<file path="src/hdl/branch_cfg.svh">
`ifndef BRANCH_CFG_SVH
`define BRANCH_CFG_SVH

// architectural data and address width
`define XLEN 32

// number of integer registers, x0 included
`define REG_COUNT 32

`endif
</file>
<file path="src/hdl/branchPkg.sv">
`default_nettype none

`include "branch_cfg.svh"

package branchPkg;

    typedef logic [`XLEN-1:0] wordT;
    typedef logic [$clog2(`REG_COUNT)-1:0] regAddrT;

    // func3 encodings of the conditional branches
    typedef enum logic [2:0] {
        BEQ  = 3'b000,
        BNE  = 3'b001,
        BLT  = 3'b100,
        BGE  = 3'b101,
        BLTU = 3'b110,
        BGEU = 3'b111
    } branchOpE;

    typedef enum logic [1:0] {
        IDLE = 2'd0,
        READ = 2'd1,
        RESP = 2'd2,
        DONE = 2'd3
    } ctrlStateE;

    typedef struct packed {
        wordT       pc;
        logic [2:0] func3;
        regAddrT    rs1Addr;
        regAddrT    rs2Addr;
        wordT       imm;
    } branchReqT;

    typedef struct packed {
        logic taken;
        logic illegal;
        logic misaligned;
        wordT nextPc;
    } branchRespT;

    typedef struct packed {
        logic    en;
        regAddrT addr;
        wordT    data;
    } regWriteT;

endpackage

`default_nettype wire

</file>
<file path="src/hdl/branchUnit.sv">
`timescale 1ns/1ps
`default_nettype none

`include "branch_cfg.svh"

module branchUnit
    import branchPkg::*;
(
    input  logic       clk,
    input  logic       rstN,
    input  logic       req,
    input  branchReqT  reqData,
    output logic       ack,
    output branchRespT resp,
    input  regWriteT   regWr
);

    regAddrT          rs1Addr;
    regAddrT          rs2Addr;
    logic [`XLEN-1:0] rs1Data;
    logic [`XLEN-1:0] rs2Data;

    branchOpE         func3;
    logic [`XLEN-1:0] rs1;
    logic [`XLEN-1:0] rs2;
    logic [`XLEN-1:0] pc;
    logic [`XLEN-1:0] imm;

    logic             taken;
    logic             illegal;
    logic [`XLEN-1:0] nextPc;
    logic             misaligned;

    branchCtrl u_ctrl (
        .clk(clk), .rstN(rstN), .req(req), .reqData(reqData), .ack(ack), .resp(resp),
        .rs1Addr(rs1Addr), .rs2Addr(rs2Addr), .rs1Data(rs1Data), .rs2Data(rs2Data),
        .func3(func3), .rs1(rs1), .rs2(rs2), .pc(pc), .imm(imm),
        .taken(taken), .illegal(illegal), .nextPc(nextPc), .misaligned(misaligned)
    );

    regFile u_regs (
        .clk(clk), .regWr(regWr), .rs1Addr(rs1Addr), .rs2Addr(rs2Addr),
        .rs1Data(rs1Data), .rs2Data(rs2Data)
    );

    branchCond u_cond (
        .func3(func3), .rs1(rs1), .rs2(rs2), .taken(taken), .illegal(illegal)
    );

    pcSelect u_pcSel (
        .pc(pc), .imm(imm), .taken(taken), .nextPc(nextPc), .misaligned(misaligned)
    );

endmodule

`default_nettype wire

</file>
<file path="src/hdl/branchCtrl.sv">
`timescale 1ns/1ps
`default_nettype none

`include "branch_cfg.svh"

module branchCtrl
    import branchPkg::*;
(
    input  logic             clk,
    input  logic             rstN,

    input  logic             req,
    input  branchReqT        reqData,
    output logic             ack,
    output branchRespT       resp,

    output regAddrT          rs1Addr,
    output regAddrT          rs2Addr,
    input  logic [`XLEN-1:0] rs1Data,
    input  logic [`XLEN-1:0] rs2Data,

    output branchOpE         func3,
    output logic [`XLEN-1:0] rs1,
    output logic [`XLEN-1:0] rs2,
    output logic [`XLEN-1:0] pc,
    output logic [`XLEN-1:0] imm,

    input  logic             taken,
    input  logic             illegal,
    input  logic [`XLEN-1:0] nextPc,
    input  logic             misaligned
);

    ctrlStateE        state;
    branchReqT        reqQ;
    logic [`XLEN-1:0] rs1Q;
    logic [`XLEN-1:0] rs2Q;

    always_ff @(posedge clk) begin
        if (!rstN) begin
            state <= IDLE;
            resp  <= '0;
        end else begin
            case (state)
                IDLE: begin
                    if (req) begin
                        state <= READ;
                    end
                end
                READ: begin
                    state <= RESP;
                end
                RESP: begin
                    resp  <= '{taken: taken, illegal: illegal,
                               misaligned: misaligned, nextPc: nextPc};
                    state <= DONE;
                end
                DONE: begin
                    // hold until the requester lets go
                    if (!req) begin
                        state <= IDLE;
                    end
                end
                default: state <= IDLE;
            endcase
        end
    end

    // request and operand capture
    always_ff @(posedge clk) begin
        if ((state == IDLE) && req) begin
            reqQ <= reqData;
        end
        if (state == READ) begin
            rs1Q <= rs1Data;
            rs2Q <= rs2Data;
        end
    end

    assign ack = (state == DONE);

    assign rs1Addr = reqQ.rs1Addr;
    assign rs2Addr = reqQ.rs2Addr;
    assign func3   = branchOpE'(reqQ.func3);
    assign rs1     = rs1Q;
    assign rs2     = rs2Q;
    assign pc      = reqQ.pc;
    assign imm     = reqQ.imm;

endmodule

`default_nettype wire

</file>
<file path="src/hdl/pcSelect.sv">
`timescale 1ns/1ps
`default_nettype none

`include "branch_cfg.svh"

module pcSelect
    import branchPkg::*;
(
    input  logic [`XLEN-1:0] pc,
    input  logic [`XLEN-1:0] imm,
    input  logic             taken,
    output logic [`XLEN-1:0] nextPc,
    output logic             misaligned
);

    wordT target;
    wordT fallThrough;

    // both sums wrap at XLEN bits
    assign target      = pc + imm;
    assign fallThrough = pc + wordT'(4);

    assign nextPc     = taken ? target : fallThrough;
    assign misaligned = taken && (target[1:0] != 2'b00);

endmodule

`default_nettype wire

</file>
<file path="src/hdl/branchCond.sv">
`timescale 1ns/1ps
`default_nettype none

`include "branch_cfg.svh"

module branchCond
    import branchPkg::*;
(
    input  branchOpE         func3,
    input  logic [`XLEN-1:0] rs1,
    input  logic [`XLEN-1:0] rs2,
    output logic             taken,
    output logic             illegal
);

    logic isEq;
    logic ltSigned;
    logic ltUnsigned;

    assign isEq       = (rs1 == rs2);
    assign ltSigned   = ($signed(rs1) < $signed(rs2));
    // raw bit patterns, no magnitude conversion
    assign ltUnsigned = (rs1 < rs2);

    always_comb begin
        taken   = 1'b0;
        illegal = 1'b0;
        case (func3)
            BEQ:  taken = isEq;
            BNE:  taken = !isEq;
            BLT:  taken = ltSigned;
            BGE:  taken = !ltSigned;
            BLTU: taken = ltUnsigned;
            BGEU: taken = !ltUnsigned;
            default: begin
                // 010 and 011 are not branches
                illegal = 1'b1;
            end
        endcase
    end

endmodule

`default_nettype wire

</file>
<file path="src/hdl/regFile.sv">
`timescale 1ns/1ps
`default_nettype none

`include "branch_cfg.svh"

module regFile
    import branchPkg::*;
(
    input  logic             clk,
    input  regWriteT         regWr,
    input  regAddrT          rs1Addr,
    input  regAddrT          rs2Addr,
    output logic [`XLEN-1:0] rs1Data,
    output logic [`XLEN-1:0] rs2Data
);

    // x0 has no storage
    logic [`XLEN-1:0] regs [`REG_COUNT-1:1];

    always_ff @(posedge clk) begin
        if (regWr.en && (regWr.addr != '0)) begin
            regs[regWr.addr] <= regWr.data;
        end
    end

    always_comb begin
        rs1Data = '0;
        if (rs1Addr != '0) begin
            rs1Data = regs[rs1Addr];
        end
    end

    always_comb begin
        rs2Data = '0;
        if (rs2Addr != '0) begin
            rs2Data = regs[rs2Addr];
        end
    end

endmodule

`default_nettype wire

</file>
<file path="config.mk">
export PLATFORM = sky130hd
export DESIGN_NAME = branchUnit
export DESIGN_NICKNAME = d
export VERILOG_FILES = /design/src/hdl/branchPkg.sv /design/src/hdl/branchUnit.sv /design/src/hdl/branchCtrl.sv /design/src/hdl/pcSelect.sv /design/src/hdl/branchCond.sv /design/src/hdl/regFile.sv
export VERILOG_INCLUDE_DIRS = /design/src /design/src/hdl
export SDC_FILE = /design/constraint.sdc
export NUM_CORES = 2
export LEC_CHECK = 0
export ABC_AREA = 1
export BUFFER_PORTS_ARGS = -buffer_cell sky130_fd_sc_hd__buf_2
export CAP_MARGIN = 20
export CORE_MARGIN = 2
export CORE_UTILIZATION = 40
export CTS_BUF_LIST = sky130_fd_sc_hd__clkbuf_2
export DETAILED_ROUTE_END_ITERATION = 10
export SETUP_SLACK_MARGIN = 0.02
export SKIP_CTS_REPAIR_TIMING = 1
export SLEW_MARGIN = 20
export SYNTH_ARGS = -nofsm -noshare
export SYNTH_HDL_FRONTEND = slang
export SYNTH_HIERARCHICAL = 1
export SYNTH_SLANG_ARGS = --single-unit
</file>
<file path="constraint.sdc">
create_clock -name clk -period 6.02 [get_ports clk]
set_input_delay 1.204 -clock clk [delete_from_list [all_inputs] [get_ports clk]]
set_output_delay 1.204 -clock clk [all_outputs]
set_load 0.02 [all_outputs]
</file>
==> summary.md <==
| Metric | Value |
|---|---|
| Largest net degree at the start of global routing | `181` |
| Status | `finished clean` |
| Fin crit period | `between 3 and 4 ns` |
| Worst-margin pin slew | `1.251 ns` |
| Global-route wire length before repair | `320900 um` |
| RSZ-0062 raised after global routing | `false` |
| Routed vias/inst | `5.526` |
| Slew Limit Fails | `0` |
| Die ar. | `155500 um^2` |
| Post-synth EDFFs | `1133` |
| Post-DP HPWL | `between 100000 and 150000 um` |
| Layout cells sized above 1 | `between 10% and 20%` |
| Crit. End Element | `flop` |
| Ports | `154` |
| Synth area leaders | `edfxtp_1 56%, nand2_1 20%, nand3_1 7.9%` |
| Initial antenna violation count | `9` |
| Inserted Clock Buffers | `328` |
| IO buf count | `153` |
| Root buf cell | `clkbuf_2` |
| P_leak | `about 29 nW` |
| GRT Residual Overflow | `0` |
| Cell taking the most area after synthesis | `edfxtp_1` |
| CTS Sinks | `between 1k and 1.5k` |
| Maximum vdd drop | `0.1787 mV` |
| Final Non-Filler Cells | `between 9k and 10k` |
| Most frequent cell after synthesis | `nand2_1` |
| Syn nets | `7452` |
| DRC | `0` |
| Syn Inst Count | `7264` |
| Most used DFF post-synth | `edfxtp_1` |
| Final worst-path cycle share | `62.49%` |
| Critical path origin | `u_ctrl/rs1[7]$_DFFE_PN_` |
| Clock Latency Late Sink | `between 1.5 and 2 ns` |
| Pwr/cell area | `~300 nW/um^2` |
| FF-to-FF End | `u_ctrl/resp[12]$_SDFFE_PN0N_` |
| Maximum clock frequency | `approximately 270 MHz` |
| Hold Fails Final Rpt | `0` |
| H-tree levels | `5` |
| Post-Syn Area per Cell | `8.388 um^2` |
| Synthesized area | `between 60000 and 70000 um^2` |
| CTS clock-pin slew for the worst setup and hold paths | `0.11 ns` |
| Core ar. | `151500 um^2` |
| Number of cells on the worst reg-to-reg path | `16` |
| Register bit total from synthesis | `~1.2k` |
| Kind of critical path | `flop to flop` |
| GRT Overall Usage | `27.40%` |
| Reg-to-Reg Start | `u_ctrl/rs1[7]$_DFFE_PN_` |
| CTS tree | `built` |
| Initial DRT Pass Iterations | `6` |
| Register area share after synthesis | `57.05%` |
| CP Data Required Time | `7.52 ns` |
| Max_slew headroom | `16.59%` |
| Synth async-reset ratio | `0%` |
| CP Launch Type | `flop` |
| Vias | `between 50k and 60k` |
| Layout area overhead | `10.02%` |
| Hold WC Path Type | `input port to flop` |
| Final net count | `7721` |
| Final wirelength | `220400 um` |
| Top cell type's share of synthesized area | `55.84%` |
| Clock Tree Buf Depth | `4` |
| Hold_sp | `regWr[29]` |
| Placed cells | `9124` |
| Synth warn | `6` |
| Final Skew | `0.2020 ns` |
| Hold Path Sink | `u_regs/regs[23][29]$_DFFE_PP_` |
| Antenna viol nets, final | `0` |
| Worst EP arrival | `5.26 ns` |
| Vias in the first global route | `50.34k` |
| Synth cell types | `43` |
| DP Worst Slack | `around 2.2 ns` |
| Most frequent cells after synthesis | `3289 x nand2_1, 1133 x edfxtp_1, 957 x nand3_1` |
| Accumulated negative setup slack | `0 ns` |
| CP max FO | `28` |
| Final Wtd Congestion | `0.9052` |
| Die height | `394.3 um` |
| Drt wl/cell | `22.54 um` |
| R2R setup slack | `2.26 ns` |
| Initial core utilization | `40.21%` |
| Row cnt | `143` |
| Hold depth | `1` |
| Setup violators final | `0` |
| Final setup margin | `2.258 ns` |
| Iter 0 DRT Violations | `7491` |
| Die width | `394.3 um` |
| Max cap viols | `0` |
[area by class of cell]
cell class	instances	area (um^2)
Multi-Input combinational cell	5303	22870
Inverter	373	1435
Sequential cell	1170	34760
Tap cell	2030	2540
Clock inverter	78	330.3
Antenna cell	7	17.52
Clock buffer	464	2322
Fill cell	14874	84510
Timing Repair Buffer	357	2758
[sequential cells by signal, summed over array words and instances, names as in the netlist]
signal and flops:
u_ctrl/rs1 32, u_ctrl/resp 35, u_ctrl/state 2, u_ctrl/rs2Addr 5
u_ctrl/rs1Addr 5, u_ctrl/pc 32, u_ctrl/imm 32, u_ctrl/func3 3
u_ctrl/rs2 32, u_regs/regs 992
[layer usage]
metal	routed length [um]	vias up	track usage, %
met5	13	-	0
met4	8602	2	11.58
met3	25550	565	5.900
li1	-	24512	-
met2	98800	3433	42.21
met1	87470	25542	37.35
[stage by stage]
step / total power, mW / hold slack [ns] / util (%) / area (um^2)
final: 20.71 / 0.1065 / 44.24 / 67040
after global routing: 21.72 / -0.002663 / 44.23 / 67030
after detailed placement: 15.14 / 0.4847 / 41.75 / 63280
after floorplan: 13.22 / 0.5116 / - / 60930
after global placement: 15.11 / 0.4916 / 41.75 / 63280
after CTS: 20.64 / -0.5529 / 43.50 / 65930
[layout by cell type (no fill, tap or decap), types with 37 or more instances in the layout]
cell / netlist / final
o21ai_0: 52 / 52
ha_1: 69 / 68
edfxtp_1: 1133 / 1133
inv_1: 361 / 358
clkbuf_2: 0 / 464
clkinv_1: 0 / 64
nor2_4: 6 / 38
a21oi_1: 299 / 299
buf_4: 40 / 80
buf_2: 258 / 153
nand2_1: 3289 / 3288
nor2_1: 512 / 481
nand3_1: 957 / 957
dlygate4sd3_1: 0 / 109
dfxtp_1: 37 / 37
[where the power goes]
group | internal [mW] | leakage, nW | total (mW) | switching [mW]
registers | 9.34 | 10.6 | 9.57 | 0.228
logic | 1.49 | 16.0 | 5.60 | 4.10
clock network | 2.09 | 2.09 | 5.54 | 3.45
total | 12.9 | 28.6 | 20.7 | 7.78
[kinds of logic (layout without fill, tap and decap cells)]
group           count (synthesis)  after routing  synth area share [%]
flops                        1170           1170                 57.05
simple gates                 4830           4830                 32.15
other cells                     0              7                     0
xor+xnor                       21             21                0.3019
fa+ha+maj                      70             70                 1.450
buf+inv                       791           1272                 5.863
compound gates                382            382                 3.183
[how the worst max path moves through the flow]
stage | cells past startpoint | slack [ns] | to
CTS | 2 | 2.15 | ack
global placement | 5 | 2.11 | u_regs/regs[1][14]$_DFFE_PP_
global route | 16 | 2.11 | u_ctrl/resp[12]$_SDFFE_PN0N_
finish | 16 | 2.26 | u_ctrl/resp[12]$_SDFFE_PN0N_
detailed placement | 5 | 2.16 | u_regs/regs[21][20]$_DFFE_PP_
floorplan | 3 | 2.74 | u_regs/regs[10][0]$_DFFE_PP_
[worst max-delay path, cell delays in order (launching register included)]
cell and delay (ns):
edfxtp_1 0.39, ha_1 0.31, nand2_1 0.08, nor2_1 0.28, nand4_1 0.24, nand3b_1 0.36
nand3_1 0.14, o31ai_1 0.07, nor2_1 0.11, nand3_1 0.23, inv_1 0.43, buf_4 0.41
a21oi_1 0.06, o21ai_0 0.08, o21ai_0 0.11, nor2_1 0.12, nor2_1 0.05
Note: power is estimated with default switching activity, not from simulation.
